[config.mk]
export PLATFORM = sky130hd
export DESIGN_NAME = rd_mux_top
export DESIGN_NICKNAME = d
export VERILOG_FILES = /design/src/common/rd_mux_pkg.sv /design/src/common/rd_chan_if.sv /design/src/hw/rd_mux_top.sv /design/src/hw/r_router.sv /design/src/hw/ar_arbiter.sv /design/src/hw/spill_register.sv
export SDC_FILE = /design/constraint.sdc
export NUM_CORES = 1
export LEC_CHECK = 0
export ABC_CLOCK_PERIOD_IN_PS = 4800
export BUFFER_PORTS_ARGS = -buffer_cell sky130_fd_sc_hd__buf_2
export CORE_AREA = 2 2 165 167
export DETAILED_ROUTE_END_ITERATION = 10
export DIE_AREA = 0 0 167 169
export PLACE_DENSITY = 0.74
export SYNTH_ARGS = -nofsm -noshare
export SYNTH_HDL_FRONTEND = slang
export SYNTH_SLANG_ARGS = --single-unit
[constraint.sdc]
create_clock -name clk_i -period 4.8 [get_ports clk_i]
set_input_delay 0.72 -clock clk_i [delete_from_list [all_inputs] [get_ports clk_i]]
set_output_delay 0.72 -clock clk_i [all_outputs]
set_load 0.03 [all_outputs]
[src/common/rd_mux_pkg.sv]
package rd_mux_pkg;

  // ------------------------------
  // Widths
  // ------------------------------

  // Requester ports merged onto the one master port
  localparam int unsigned NUM_PORTS  = 4;
  // ID width as seen by each requester
  localparam int unsigned SLV_ID_W   = 4;
  // Port index bits prepended above the requester ID
  localparam int unsigned PORT_IDX_W = $clog2(NUM_PORTS);
  localparam int unsigned MST_ID_W   = SLV_ID_W + PORT_IDX_W;
  localparam int unsigned ADDR_W     = 32;
  localparam int unsigned DATA_W     = 32;
  localparam int unsigned LEN_W      = 8;

  // ------------------------------
  // Field types
  // ------------------------------

  typedef logic [SLV_ID_W-1:0]   slv_id_t;
  typedef logic [MST_ID_W-1:0]   mst_id_t;
  typedef logic [PORT_IDX_W-1:0] port_idx_t;
  typedef logic [ADDR_W-1:0]     addr_t;
  typedef logic [DATA_W-1:0]     data_t;
  typedef logic [LEN_W-1:0]      len_t;

  // Read address beat on the master side, ID already extended
  typedef struct packed {
    mst_id_t id;
    addr_t   addr;
    len_t    len;
  } ar_chan_t;

  // Read data beat on the master side
  typedef struct packed {
    mst_id_t id;
    data_t   data;
    logic    last;
  } r_chan_t;

endpackage
[src/common/rd_chan_if.sv]
`timescale 1ns/1ps

// Read address channel between the arbiter and the AR spill register
interface rd_req_if;
  import rd_mux_pkg::*;

  logic    valid;
  logic    ready;
  // Master-side ID, port index in the upper bits
  mst_id_t id;
  addr_t   addr;
  len_t    len;

  // Side that offers beats
  modport source (
    output valid, id, addr, len,
    input  ready
  );

  // Side that takes beats
  modport sink (
    input  valid, id, addr, len,
    output ready
  );

endinterface

// Read data channel between the R spill register and the router
interface rd_rsp_if;
  import rd_mux_pkg::*;

  logic    valid;
  logic    ready;
  mst_id_t id;
  data_t   data;
  logic    last;

  modport source (
    output valid, id, data, last,
    input  ready
  );

  modport sink (
    input  valid, id, data, last,
    output ready
  );

endinterface

[src/hw/rd_mux_top.sv]
`timescale 1ns/1ps

module rd_mux_top (
  input  logic                                            clk_i,
  input  logic                                            reset_i,
  // Requester AR ports
  input  logic                [rd_mux_pkg::NUM_PORTS-1:0] slv_ar_valid_i,
  output logic                [rd_mux_pkg::NUM_PORTS-1:0] slv_ar_ready_o,
  input  rd_mux_pkg::slv_id_t [rd_mux_pkg::NUM_PORTS-1:0] slv_ar_id_i,
  input  rd_mux_pkg::addr_t   [rd_mux_pkg::NUM_PORTS-1:0] slv_ar_addr_i,
  input  rd_mux_pkg::len_t    [rd_mux_pkg::NUM_PORTS-1:0] slv_ar_len_i,
  // Requester R ports
  output logic                [rd_mux_pkg::NUM_PORTS-1:0] slv_r_valid_o,
  input  logic                [rd_mux_pkg::NUM_PORTS-1:0] slv_r_ready_i,
  output rd_mux_pkg::slv_id_t [rd_mux_pkg::NUM_PORTS-1:0] slv_r_id_o,
  output rd_mux_pkg::data_t   [rd_mux_pkg::NUM_PORTS-1:0] slv_r_data_o,
  output logic                [rd_mux_pkg::NUM_PORTS-1:0] slv_r_last_o,
  // Master AR port
  output logic                                            mst_ar_valid_o,
  input  logic                                            mst_ar_ready_i,
  output rd_mux_pkg::mst_id_t                             mst_ar_id_o,
  output rd_mux_pkg::addr_t                               mst_ar_addr_o,
  output rd_mux_pkg::len_t                                mst_ar_len_o,
  // Master R port
  input  logic                                            mst_r_valid_i,
  output logic                                            mst_r_ready_o,
  input  rd_mux_pkg::mst_id_t                             mst_r_id_i,
  input  rd_mux_pkg::data_t                               mst_r_data_i,
  input  logic                                            mst_r_last_i
);
  import rd_mux_pkg::*;

  rd_req_if ar_if ();
  rd_rsp_if r_if ();

  ar_chan_t ar_in, ar_out;
  r_chan_t  r_in, r_out;

  // ------------------------------
  // AR path
  // ------------------------------

  ar_arbiter i_ar_arbiter (
    .clk_i       ( clk_i          ),
    .reset_i     ( reset_i        ),
    .req_valid_i ( slv_ar_valid_i ),
    .req_ready_o ( slv_ar_ready_o ),
    .req_id_i    ( slv_ar_id_i    ),
    .req_addr_i  ( slv_ar_addr_i  ),
    .req_len_i   ( slv_ar_len_i   ),
    .out         ( ar_if          )
  );

  assign ar_in.id   = ar_if.id;
  assign ar_in.addr = ar_if.addr;
  assign ar_in.len  = ar_if.len;

  // Cuts the arbiter's combinational path off the master port
  spill_register #(
    .T ( ar_chan_t )
  ) i_ar_spill (
    .clk_i   ( clk_i          ),
    .reset_i ( reset_i        ),
    .valid_i ( ar_if.valid    ),
    .ready_o ( ar_if.ready    ),
    .data_i  ( ar_in          ),
    .valid_o ( mst_ar_valid_o ),
    .ready_i ( mst_ar_ready_i ),
    .data_o  ( ar_out         )
  );

  assign mst_ar_id_o   = ar_out.id;
  assign mst_ar_addr_o = ar_out.addr;
  assign mst_ar_len_o  = ar_out.len;

  // ------------------------------
  // R path
  // ------------------------------

  assign r_in.id   = mst_r_id_i;
  assign r_in.data = mst_r_data_i;
  assign r_in.last = mst_r_last_i;

  // Registers the incoming response before the routing decode
  spill_register #(
    .T ( r_chan_t )
  ) i_r_spill (
    .clk_i   ( clk_i         ),
    .reset_i ( reset_i       ),
    .valid_i ( mst_r_valid_i ),
    .ready_o ( mst_r_ready_o ),
    .data_i  ( r_in          ),
    .valid_o ( r_if.valid    ),
    .ready_i ( r_if.ready    ),
    .data_o  ( r_out         )
  );

  assign r_if.id   = r_out.id;
  assign r_if.data = r_out.data;
  assign r_if.last = r_out.last;

  r_router i_r_router (
    .in          ( r_if          ),
    .rsp_valid_o ( slv_r_valid_o ),
    .rsp_ready_i ( slv_r_ready_i ),
    .rsp_id_o    ( slv_r_id_o    ),
    .rsp_data_o  ( slv_r_data_o  ),
    .rsp_last_o  ( slv_r_last_o  )
  );

endmodule

[src/hw/r_router.sv]
`timescale 1ns/1ps

module r_router (
  rd_rsp_if.sink                                          in,
  output logic                [rd_mux_pkg::NUM_PORTS-1:0] rsp_valid_o,
  input  logic                [rd_mux_pkg::NUM_PORTS-1:0] rsp_ready_i,
  output rd_mux_pkg::slv_id_t [rd_mux_pkg::NUM_PORTS-1:0] rsp_id_o,
  output rd_mux_pkg::data_t   [rd_mux_pkg::NUM_PORTS-1:0] rsp_data_o,
  output logic                [rd_mux_pkg::NUM_PORTS-1:0] rsp_last_o
);
  import rd_mux_pkg::*;

  // Target port taken from the prepended index bits
  port_idx_t dst;

  assign dst = in.id[MST_ID_W-1 -: PORT_IDX_W];

  // ------------------------------
  // Handshake steering
  // ------------------------------

  // One-hot valid, nothing raised without an incoming beat
  always_comb begin
    rsp_valid_o      = '0;
    rsp_valid_o[dst] = in.valid;
  end

  // Only the addressed port can stall the channel
  assign in.ready = rsp_ready_i[dst];

  // ------------------------------
  // Payload fan-out
  // ------------------------------

  // Every port sees the same payload, valid picks the one that takes it
  for (genvar i = 0; i < NUM_PORTS; i++) begin : gen_fanout
    // Index bits are stripped, requester gets its own ID back
    assign rsp_id_o[i]   = in.id[SLV_ID_W-1:0];
    assign rsp_data_o[i] = in.data;
    assign rsp_last_o[i] = in.last;
  end

endmodule

[src/hw/ar_arbiter.sv]
`timescale 1ns/1ps

module ar_arbiter (
  input  logic                                              clk_i,
  input  logic                                              reset_i,
  input  logic                [rd_mux_pkg::NUM_PORTS-1:0]   req_valid_i,
  output logic                [rd_mux_pkg::NUM_PORTS-1:0]   req_ready_o,
  input  rd_mux_pkg::slv_id_t [rd_mux_pkg::NUM_PORTS-1:0]   req_id_i,
  input  rd_mux_pkg::addr_t   [rd_mux_pkg::NUM_PORTS-1:0]   req_addr_i,
  input  rd_mux_pkg::len_t    [rd_mux_pkg::NUM_PORTS-1:0]   req_len_i,
  rd_req_if.source                                          out
);
  import rd_mux_pkg::*;

  // Last port that won a transfer
  port_idx_t rr_q, rr_d;
  // Winner held while the downstream stalls
  logic      lock_q, lock_d;
  port_idx_t lock_idx_q, lock_idx_d;
  // Current choice
  port_idx_t sel;
  port_idx_t cand;
  logic      sel_found;
  logic      offer;

  // ------------------------------
  // Winner selection
  // ------------------------------

  always_comb begin
    sel       = lock_idx_q;
    sel_found = lock_q;
    cand      = rr_q;
    if (!lock_q) begin
      // Search starts one past the last grant and wraps
      for (int k = 1; k <= NUM_PORTS; k++) begin
        cand = port_idx_t'((int'(rr_q) + k) % NUM_PORTS);
        if (!sel_found && req_valid_i[cand]) begin
          sel       = cand;
          sel_found = 1'b1;
        end
      end
    end
  end

  assign offer = sel_found & req_valid_i[sel];

  // ------------------------------
  // Outgoing beat
  // ------------------------------

  assign out.valid = offer;
  // Port index goes above the requester ID
  assign out.id    = {sel, req_id_i[sel]};
  assign out.addr  = req_addr_i[sel];
  assign out.len   = req_len_i[sel];

  // Only the winner sees the downstream ready
  always_comb begin
    req_ready_o      = '0;
    req_ready_o[sel] = offer & out.ready;
  end

  // ------------------------------
  // Pointer and lock
  // ------------------------------

  always_comb begin
    rr_d       = rr_q;
    lock_idx_d = lock_idx_q;
    // Hold the choice while a beat waits
    lock_d     = offer & ~out.ready;
    if (offer) begin
      lock_idx_d = sel;
      if (out.ready) begin
        rr_d = sel;
      end
    end
  end

  always_ff @(posedge clk_i) begin
    if (reset_i) begin
      // First search begins at port 0
      rr_q       <= port_idx_t'(NUM_PORTS - 1);
      lock_q     <= 1'b0;
      lock_idx_q <= '0;
    end else begin
      rr_q       <= rr_d;
      lock_q     <= lock_d;
      lock_idx_q <= lock_idx_d;
    end
  end

endmodule

[src/hw/spill_register.sv]
`timescale 1ns/1ps

module spill_register #(
  parameter type T = logic
) (
  input  logic clk_i,
  input  logic reset_i,
  // Upstream side
  input  logic valid_i,
  output logic ready_o,
  input  T     data_i,
  // Downstream side
  output logic valid_o,
  input  logic ready_i,
  output T     data_o
);

  // Slot A takes new beats, slot B holds a beat that could not leave
  T     a_data_q, b_data_q;
  logic a_full_q, a_full_d;
  logic b_full_q, b_full_d;
  logic ready_q;
  logic a_fill, a_drain;
  logic b_fill, b_drain;

  // Accept while at least one slot is free
  assign a_fill  = valid_i & ready_q;
  // A empties each cycle B is free, either out or into B
  assign a_drain = a_full_q & ~b_full_q;
  // A stalled beat spills into B
  assign b_fill  = a_drain & ~ready_i;
  assign b_drain = b_full_q & ready_i;

  assign a_full_d = a_fill | (a_full_q & ~a_drain);
  assign b_full_d = b_fill | (b_full_q & ~b_drain);

  always_ff @(posedge clk_i) begin
    if (reset_i) begin
      a_full_q <= 1'b0;
      b_full_q <= 1'b0;
      ready_q  <= 1'b0;
    end else begin
      a_full_q <= a_full_d;
      b_full_q <= b_full_d;
      // Ready for the next cycle, low only when both slots are taken
      ready_q  <= ~(a_full_d & b_full_d);
    end
  end

  always_ff @(posedge clk_i) begin
    if (a_fill) begin
      a_data_q <= data_i;
    end
    if (b_fill) begin
      b_data_q <= a_data_q;
    end
  end

  // B is always older than A, so it goes first
  assign valid_o = a_full_q | b_full_q;
  assign data_o  = b_full_q ? b_data_q : a_data_q;
  assign ready_o = ready_q;

endmodule

==> results of run 1 <==
==> synth_stat cells (3+ instances only) <==
library cell  instances
edfxtp_1            170
mux2i_1             141
buf_4               112
mux2_2               84
clkbuf_1             15
nor2_1               14
dfxtp_1              11
buf_12                9
inv_1                 9
buf_1                 7
nor2b_1               6
a21oi_1               5
nand2_1               5
o21ai_0               4
buf_6                 3
mux4_2                3
nand3_1               3
nor3_1                3
nor3b_1               3
o41ai_1               3
==> flip-flops by register name, summed over array words and instances (netlist names) <==
register and flops:
i_r_spill.b_full_q 1, i_r_spill.a_data_q 39, i_r_spill.a_full_q 1, i_ar_arbiter.lock_idx_q 2
i_r_spill.b_data_q 39, i_ar_arbiter.rr_q 2, i_ar_spill.ready_o 1, i_ar_spill.b_full_q 1
i_ar_spill.a_full_q 1, i_ar_spill.b_data_q 46, i_r_spill.ready_o 1, i_ar_arbiter.lock_q 1
i_ar_spill.a_data_q 46
==> cells by family (layout without fill, tap and decap cells) <==
group | count (synthesis) | after routing | share of synthesized area (%)
mux | 228 | 228 | 25.66
flops | 181 | 181 | 56.35
buf+inv | 157 | 480 | 12.62
simple gates | 50 | 50 | 3.019
compound gates | 30 | 30 | 2.357
==> per-layer routing <==
metal	part of all wire (%)	track usage, %	wire length (um)
met1	40	18.10	9122
met2	52	27.41	11690
met3	6.9	4.466	1562
met4	0.66	2.961	149
met5	0.053	0	12
==> power by group <==
group	switching (mW)	internal, mW
clock network	0.642	0.683
registers	0.180	2.27
logic	1.76	1.14
==> path summary, 6_finish.rpt <==
check | endpoint | slack, ns
max | slv_ar_ready_o[0] | 0.91
min | i_ar_spill.b_data_q[6] | 0.44
max reg2reg | i_ar_spill.a_data_q[14] | 1.38
min reg2reg | i_ar_spill.b_data_q[6] | 0.44
==> area by class of cell <==
type	count	area [um2]
clock buffer	19	432.9
sequential	181	5328
inverter	10	50.05
tap	341	426.7
clock inverter	13	113.9
timing repair buffer	438	2237
fill	2438	14960
multi-input combinational	308	2955
==> per-stage QoR <==
stage          instance area, um2  utilization (%)
6_report                    11540            43.56
5_1_grt                     11540            43.56
4_1_cts                     11540            43.56
3_5_place_dp                11000            41.50
3_3_place_gp                11000            41.50
2_1_floorplan                9455                -
==> flow_summary.json, run 1 <==
{
  "status": "finished, final reports clean",
  "synth_edf_count": 170,
  "crit_buf_inv": 1,
  "ys_seq_area_share_pct": 56.35,
  "slew_headroom_pct": 33.43,
  "drt-wirelength-per-cell_um": 17.20,
  "dp_slack_ns": 1.139,
  "cts_tree": "yes",
  "crit_path_start_kind": "flop",
  "num_io_pins": 431,
  "powerDensity_nw_per_um2": 577.2,
  "cp-startpoint": "i_ar_arbiter.rr_q[0]",
  "synthesis.area_um2": 9450,
  "period_share_pct": 80.95,
  "grt_pass1_vias": 5913,
  "leakage_nw": 4.835,
  "start_util_pct": 35.66,
  "vias": 6172,
  "cts_hold_buf": 0,
  "via_per_inst": 4.711,
  "cp_top_family": "compound AO/OA/AOI/OAI gates",
  "min_path_cells": 0,
  "hold_slack_ns": 0.4430,
  "final_nets": 1183,
  "clk_latency_ns": 0.42,
  "hold_start": "i_ar_spill.a_data_q[6]",
  "gp_congestion": 0.8200,
  "layout_commonest_cell": "buf_2",
  "io_buffers": 430,
  "clock_skew_ns": 0.01085,
  "dieArea_um2": 28220,
  "core_region_area_um2": 26500,
  "yosysTopAreaCellShare_pct": 54.02,
  "numCtsBuffers": 17,
  "mostFrequentLayoutCells": "430 x buf_2, 170 x edfxtp_1, 141 x mux2i_1",
  "drive_gt1_share_pct": 58.72,
  "area_growth_pct": 22.15,
  "worstPathArrival_ns": 3.17,
  "root_buffer": "clkbuf_16",
  "path_cells": "mux2i_1 -> o22ai_1 -> o41ai_1 -> o21a_1 -> nand2_1 -> nor2_1 -> buf_2",
  "cts_sinks": 181,
  "fin_crit_ns": 3.886,
  "antenna_found_initial": 1,
  "antennaDiodeCount": 0,
  "synth.distinct_cells": 48,
  "ir_worst_vdd_mv": 0.5677,
  "totalNegativeSetupSlack_ns": 0,
  "antenna_left": 0,
  "crit_path_top_delay_cell": "dfxtp_1",
  "path_clk_slew_ns": 0.07,
  "die_w_um": 167,
  "synth_area_leaders": "edfxtp_1 54%, mux2i_1 15%, mux2_2 10%, buf_4 8.9%, dfxtp_1 2.3%",
  "drv_slew": 0,
  "syn_nets": 873,
  "worst_pin_slew_ns": 0.9985,
  "die_y_um": 169,
  "synth_cells": 646,
  "worstPathRequired_ns": 4.08,
  "first_iter_violations": 298,
  "grt_max_degree": 90,
  "finalPower_mw": 6.663,
  "critPathMaxFanout": 16,
  "cp.depth": 7,
  "first_pass_iters": 4,
  "hold_class": "reg -> reg",
  "fmax_mhz": 257.4,
  "grt_pass1_wl_um": 33140,
  "synthArstFlopShare_pct": 0,
  "drc": 0,
  "dp_hpwl_um": 17120,
  "row_count": 60,
  "syn_avg_cell_area_um2": 14.63,
  "wirelength_um": 22540,
  "cts_buffer_depth": 2,
  "dominantRegCellSynth": "edfxtp_1",
  "grtUsageTotal_pct": 15.21,
  "finalSetupViolCount": 0,
  "place_inst": 1278,
  "htreeDepth": 4,
  "ctsResizeCount": 0,
  "end_kind": "primary output",
  "drv_cap": 0,
  "finalHoldViolCount": 0,
  "yosys_warnings": 0,
  "ys_ff_latch": 181,
  "overflow": 0,
  "stdcell_count": 1310,
  "fin_ws_ns": 0.9145,
  "cpPeakStageDelay_ns": 0.72,
  "worstSetupPathType": "reg -> out",
  "synth.largest_area_cell": "edfxtp_1",
  "cts_setup_buffers": 0,
  "timing.rr.start": "i_ar_arbiter.rr_q[0]",
  "rsz0062_at_grt": "false",
  "reg2regPathDepth": 9
}
Note: power is estimated with default switching activity, not from simulation.
==> run 2, diff against run 1 <==
- ABC_AREA: default -> 1
- ABC_CLOCK_PERIOD_IN_PS: 4800 -> 3650
- PLACE_DENSITY: 0.74 -> 0.71
- clock period: 4.8 -> 3.65 ns (I/O delays scaled with it)
==> flow_summary.json, run 2 <==
{
  "crit_path_start_kind": "flop",
  "cts_buffer_depth": 2,
  "htreeDepth": 4,
  "ys_seq_area_share_pct": 58.22,
  "ys_top_cells_by_count": "392 x nand2_1, 170 x edfxtp_1, 113 x buf_4",
  "seq_area_um2": 5328,
  "synthArstFlopShare_pct": 0,
  "drive_gt1_share_pct": 44.75,
  "vias": 7146,
  "path_cells": "inv_4 -> nand2_1 -> nand2_1 -> nand2_1 -> nand2_1 -> nand2_1 -> nand2_1 -> nand2_1 -> nand3_2 -> nand2_4 -> nand2_8 -> nand2_2 -> nand2_1 -> nand2_2 -> nand4_1 -> nor2_1 -> buf_2",
  "cts_hold_buf": 0,
  "syn_avg_cell_area_um2": 10.16,
  "synth_area_leaders": "edfxtp_1 56%, nand2_1 16%, buf_4 9.3%, a22oi_2 5.5%, nand3_1 2.9%",
  "dp_hpwl_um": 19180,
  "gp_congestion": 0.8828,
  "multiInputGateArea_um2": 2634,
  "min_path_cells": 1,
  "grt_pass1_vias": 6733,
  "syn_nets": 1127,
  "synth_cells": 900,
  "nFillCells": 2560,
  "leakage_nw": 5.222,
  "yosysMostFrequentCell": "nand2_1",
  "fmax_mhz": 314.4,
  "hold_start": "mst_r_data_i[20]",
  "worst_pin_slew_ns": 0.8774,
  "r2r_slack_ns": 0.83,
  "via_per_inst": 4.560,
  "io_buffers": 430,
  "die_y_um": 169,
  "core_region_area_um2": 26500,
  "clk_latency_ns": 0.42,
  "hold_slack_ns": 0.2977,
  "dominantRegCellSynth": "edfxtp_1",
  "synth_edf_count": 170,
  "cp_top_family": "simple AND/OR/NAND/NOR gates",
  "synth.largest_area_cell": "edfxtp_1",
  "final_area_um2": 11320,
  "synth.distinct_cells": 33,
  "yosys_warnings": 0,
  "crit_path_top_delay_cell": "dfxtp_1",
  "worstPathArrival_ns": 2.63,
  "ir_worst_vdd_mv": 0.7352,
  "hold_path_end": "i_r_spill.a_data_q[21]",
  "layout_commonest_cell": "buf_2",
  "drt-wirelength-per-cell_um": 16.24,
  "grtUsageTotal_pct": 17.29,
  "dieArea_um2": 28220,
  "root_buffer": "clkbuf_16",
  "drc": 0,
  "ctsResizeCount": 0,
  "drv_slew": 0,
  "overflow": 0,
  "finalSetupViolCount": 0,
  "drv_cap": 0,
  "cts_setup_buffers": 0,
  "cts_sinks": 181,
  "path_clk_slew_ns": 0.08,
  "slew_headroom_pct": 41.42,
  "mostFrequentLayoutCells": "430 x buf_2, 392 x nand2_1, 170 x edfxtp_1",
  "die_w_um": 167,
  "row_count": 60,
  "grt_pass1_wl_um": 37610,
  "powerDensity_nw_per_um2": 856.1,
  "crit_path_frequent_cell": "nand2_1",
  "worstPathRequired_ns": 3.10,
  "worstSetupPathType": "reg -> out",
  "antenna_left": 0,
  "ys_ff_latch": 181,
  "reg2regPathDepth": 18,
  "start_util_pct": 34.51,
  "finalHoldViolCount": 0,
  "final_nets": 1434,
  "cpPeakStageDelay_ns": 0.57,
  "wirelength_um": 25450,
  "first_pass_iters": 5,
  "antenna_found_initial": 9,
  "end_kind": "primary output",
  "clock_skew_ns": 0.01221,
  "area_growth_pct": 23.78,
  "yosysTopAreaCellShare_pct": 55.81,
  "cts_tree": "yes",
  "grt_max_degree": 49,
  "period_share_pct": 87.13,
  "crit_buf_inv": 2,
  "rsz0062_at_grt": "false",
  "dp_slack_ns": 0.8549,
  "status": "finished, final reports clean",
  "hold_class": "in -> reg",
  "reg_top3": "i_ar_spill.a_data_q: 46 flops, i_ar_spill.b_data_q: 46 flops",
  "reg2reg_to": "i_ar_spill.a_data_q[35]",
  "num_io_pins": 431,
  "numCtsBuffers": 17,
  "synthesis.area_um2": 9146,
  "timing.rr.start": "i_ar_arbiter.rr_q[0]",
  "critPathMaxFanout": 11,
  "fin_crit_ns": 3.180,
  "fin_ws_ns": 0.4698,
  "first_iter_violations": 474,
  "totalNegativeSetupSlack_ns": 0,
  "dpl_cell_area_um2": 10720
}
run 2: through the flow:
stage / util [%] / instances / power [mW]
after CTS: 42.66 / 1561 / 9.822
after floorplan: - / 900 / 6.957
final: 42.72 / 1567 / 9.691
after detailed placement: 40.46 / 1529 / 7.982
after global routing: 42.71 / 1566 / 10.33
after global placement: 40.46 / 1529 / 7.874
run 2: layout make-up:
cell class | count | area share [%]
repair buffers | 438 | 19.65
clock buffers | 17 | 3.758
multi-input cells | 542 | 23.26
inverters | 27 | 0.9726
well taps | 341 | 3.769
clock inverters | 15 | 1.393
diodes | 6 | 0.1326
flip-flops and latches | 181 | 47.06
run 2: how the worst max path moves through the flow:
stage                               from                 endpoint  slack [ns]  depth (start not counted)
global placement       slv_ar_valid_i[1]  i_ar_spill.a_data_q[30]        0.92                         18
global route        i_ar_arbiter.rr_q[0]        slv_ar_ready_o[1]        0.17                         17
finish              i_ar_arbiter.rr_q[0]        slv_ar_ready_o[2]        0.47                         17
detailed placement  i_ar_arbiter.rr_q[0]  i_ar_spill.a_data_q[42]        0.85                         16
CTS                 i_ar_arbiter.rr_q[0]        slv_ar_ready_o[2]        0.45                         17
floorplan             i_r_spill.b_full_q    i_r_spill.b_data_q[0]        0.32                         10
run 2: routing by layer:
| metal | global-route usage, % | wire (um) | share of wire [%] |
|---|---|---|---|
| met1 | 20.25 | 10280 | 40 |
| met2 | 30.67 | 13030 | 51 |
| met3 | 4.209 | 1619 | 6.4 |
| met4 | 6.597 | 493 | 1.9 |
| met5 | 0 | 21 | 0.083 |
run 2: power breakdown:
| group | switching, mW | internal, mW |
|---|---|---|
| Combinational | 3.26 | 1.34 |
| Sequential | 0.201 | 3.09 |
| Clock | 0.889 | 0.918 |
run 2: cells by family after synthesis:
family	count (synthesis)	synth area share (%)
AND/OR/NAND/NOR	486	21.93
multiplexers	1	0.1094
AO/OA/AOI/OAI	55	6.512
buffers and inverters	177	13.23
flip-flops	181	58.22
==> run 3, diff against run 2 <==
- RECOVER_POWER: default -> 25
==> flow_summary.json, run 3 (synthesis results as in run 2) <==
{
  "status": "finished, violations left",
  "failed_checks": "max-capacitance violations, max-slew violations",
  "final_nets": 1434,
  "dp_slack_ns": 0.8549,
  "switching_share_pct": 44.93,
  "fin_crit_ns": 3.301,
  "drc": 0,
  "row_count": 60,
  "fin_ws_ns": 0.3491,
  "htreeDepth": 4,
  "cts_buffer_depth": 2,
  "reg2regPathDepth": 18,
  "area_growth_pct": 23.60,
  "final_area_um2": 11300,
  "vias": 7157,
  "timing.rr.start": "i_ar_arbiter.rr_q[0]",
  "first_pass_iters": 4,
  "period_share_pct": 90.44,
  "rsz0062_at_grt": "false",
  "worstSetupPathType": "reg -> out",
  "numCtsBuffers": 17,
  "overflow": 0,
  "dp_hpwl_um": 19180,
  "highest-signal-layer": "met5",
  "crit_path_frequent_cell": "nand2_1",
  "p_seq_share_pct": 33.9,
  "cts_hold_buf": 0,
  "num_io_pins": 431,
  "gp_congestion": 0.8828,
  "end_kind": "primary output",
  "path_cells": "inv_1 -> clkbuf_1 -> nand2_1 -> nand2_1 -> buf_2",
  "finalSetupViolCount": 0,
  "route.met3.wl_um": 1695,
  "critPathMaxFanout": 38,
  "power_frac_comb_pct": 47.4,
  "reg2reg_to": "i_ar_spill.a_data_q[35]",
  "worstPathArrival_ns": 2.75,
  "io_buffers": 430,
  "hold_path_end": "i_r_spill.a_data_q[21]",
  "min_path_cells": 1,
  "crit_path_top_delay_cell": "clkbuf_1",
  "layout_commonest_cell": "buf_2",
  "drt-wirelength-per-cell_um": 16.23,
  "cts_tree": "yes",
  "drive_gt1_share_pct": 44.26,
  "mostFrequentLayoutCells": "428 x buf_2, 392 x nand2_1, 170 x edfxtp_1",
  "cpPeakStageDelay_ns": 1.29,
  "totalNegativeSetupSlack_ns": 0,
  "power_frac_clock_pct": 18.7,
  "core_region_area_um2": 26500,
  "dieArea_um2": 28220,
  "antenna_left": 0,
  "grt_pass1_vias": 6733,
  "root_buffer": "clkbuf_16",
  "grt_pass1_wl_um": 37610,
  "path_clk_slew_ns": 0.08,
  "power_switching_mw": 4.357,
  "antenna_found_initial": 9,
  "fmax_mhz": 302.9,
  "worstPathRequired_ns": 3.10,
  "ctsResizeCount": 0,
  "dpl_cell_area_um2": 10720,
  "die_y_um": 169,
  "clk_latency_ns": 0.42,
  "cts_sinks": 181,
  "powerDensity_nw_per_um2": 857.9,
  "finalHoldViolCount": 0,
  "reg_top3": "i_ar_spill.a_data_q: 46 flops, i_ar_spill.b_data_q: 46 flops",
  "place_inst": 1529,
  "drv_cap": 2,
  "stdcell_count": 1568,
  "grt_max_degree": 49,
  "met2_length_um": 12920,
  "worst_pin_slew_ns": 1.808,
  "grtUsageTotal_pct": 17.29,
  "clock_skew_ns": 0.01096,
  "r2r_slack_ns": 0.84,
  "drv_slew": 79,
  "wirelength_um": 25440,
  "slew_headroom_pct": -20.56,
  "routedLengthMet1_um": 10260,
  "cts_setup_buffers": 0,
  "die_w_um": 167,
  "start_util_pct": 34.51,
  "hold_class": "in -> reg",
  "crit_path_start_kind": "flop",
  "leakage_nw": 5.214,
  "ir_worst_vdd_mv": 0.7349,
  "via_per_inst": 4.564,
  "finalPower_mw": 9.698,
  "first_iter_violations": 473,
  "cell_internal_pwr_mw": 5.341,
  "hold_start": "mst_r_data_i[20]"
}
==> run 3: cell count changes in the layout (fill, tap and decap cells not counted) <==
| cell | delta |
|---|---|
| dfxtp_1 | +1 |
| inv_2 | -1 |
| buf_2 | -2 |
| nor3_1 | +1 |
| buf_4 | -1 |
| diode_2 | +1 |
| dfxtp_2 | -1 |
| clkbuf_1 | +3 |
| inv_1 | +1 |
| nor3_4 | -1 |
==> run 3: how the worst max path moves through the flow <==
stage | slack [ns] | cells past startpoint | start | endpoint
2_1_floorplan | 0.32 | 10 | i_r_spill.b_full_q | i_r_spill.b_data_q[0]
3_3_place_gp | 0.92 | 18 | slv_ar_valid_i[1] | i_ar_spill.a_data_q[30]
3_5_place_dp | 0.85 | 16 | i_ar_arbiter.rr_q[0] | i_ar_spill.a_data_q[42]
4_1_cts | 0.45 | 17 | i_ar_arbiter.rr_q[0] | slv_ar_ready_o[2]
5_1_grt | 0.10 | 5 | i_r_spill.b_full_q | slv_r_data_o[124]
6_report | 0.35 | 5 | i_r_spill.b_full_q | slv_r_id_o[1]
==> run 3: cell type report <==
| type | count | area (um2) |
|---|---|---|
| multi-input combinational | 542 | 2623 |
| clock buffer | 17 | 425.4 |
| inverter | 27 | 110.1 |
| sequential | 181 | 5326 |
| timing repair buffer | 438 | 2218 |
| tap | 341 | 426.7 |
| antenna | 7 | 17.52 |
| fill | 2566 | 15200 |
| clock inverter | 15 | 157.7 |
==> run 3: power by group through the flow <==
stage,logic [mW],registers (mW),clock network [mW]
finish,4.60,3.29,1.81
CTS,4.66,3.29,1.87
global placement,4.56,3.31,0
global route,5.03,3.34,1.95
detailed placement,4.65,3.34,0
floorplan,3.70,3.26,0
==> run 3: routing by layer <==
layer / vias up / track usage (%)
met3: 27 / 4.209
met5: - / 0
li1: 3520 / -
met4: 4 / 6.597
met1: 3290 / 20.25
met2: 316 / 30.67
==> run 3: worst max-delay path, delay by kind of cell (launching register included) <==
kind | cells | cell delay (ns)
buffers and inverters | 3 | 1.58
flip-flops | 1 | 0.34
AND/OR/NAND/NOR | 2 | 0.39
==> run 3: per-stage QoR <==
stage	hold WS [ns]	utilization (%)
6_report	0.2956	42.66
3_3_place_gp	0.4279	40.46
3_5_place_dp	0.4326	40.46
2_1_floorplan	0.4207	-
4_1_cts	0.2662	42.66
5_1_grt	0.2643	42.64
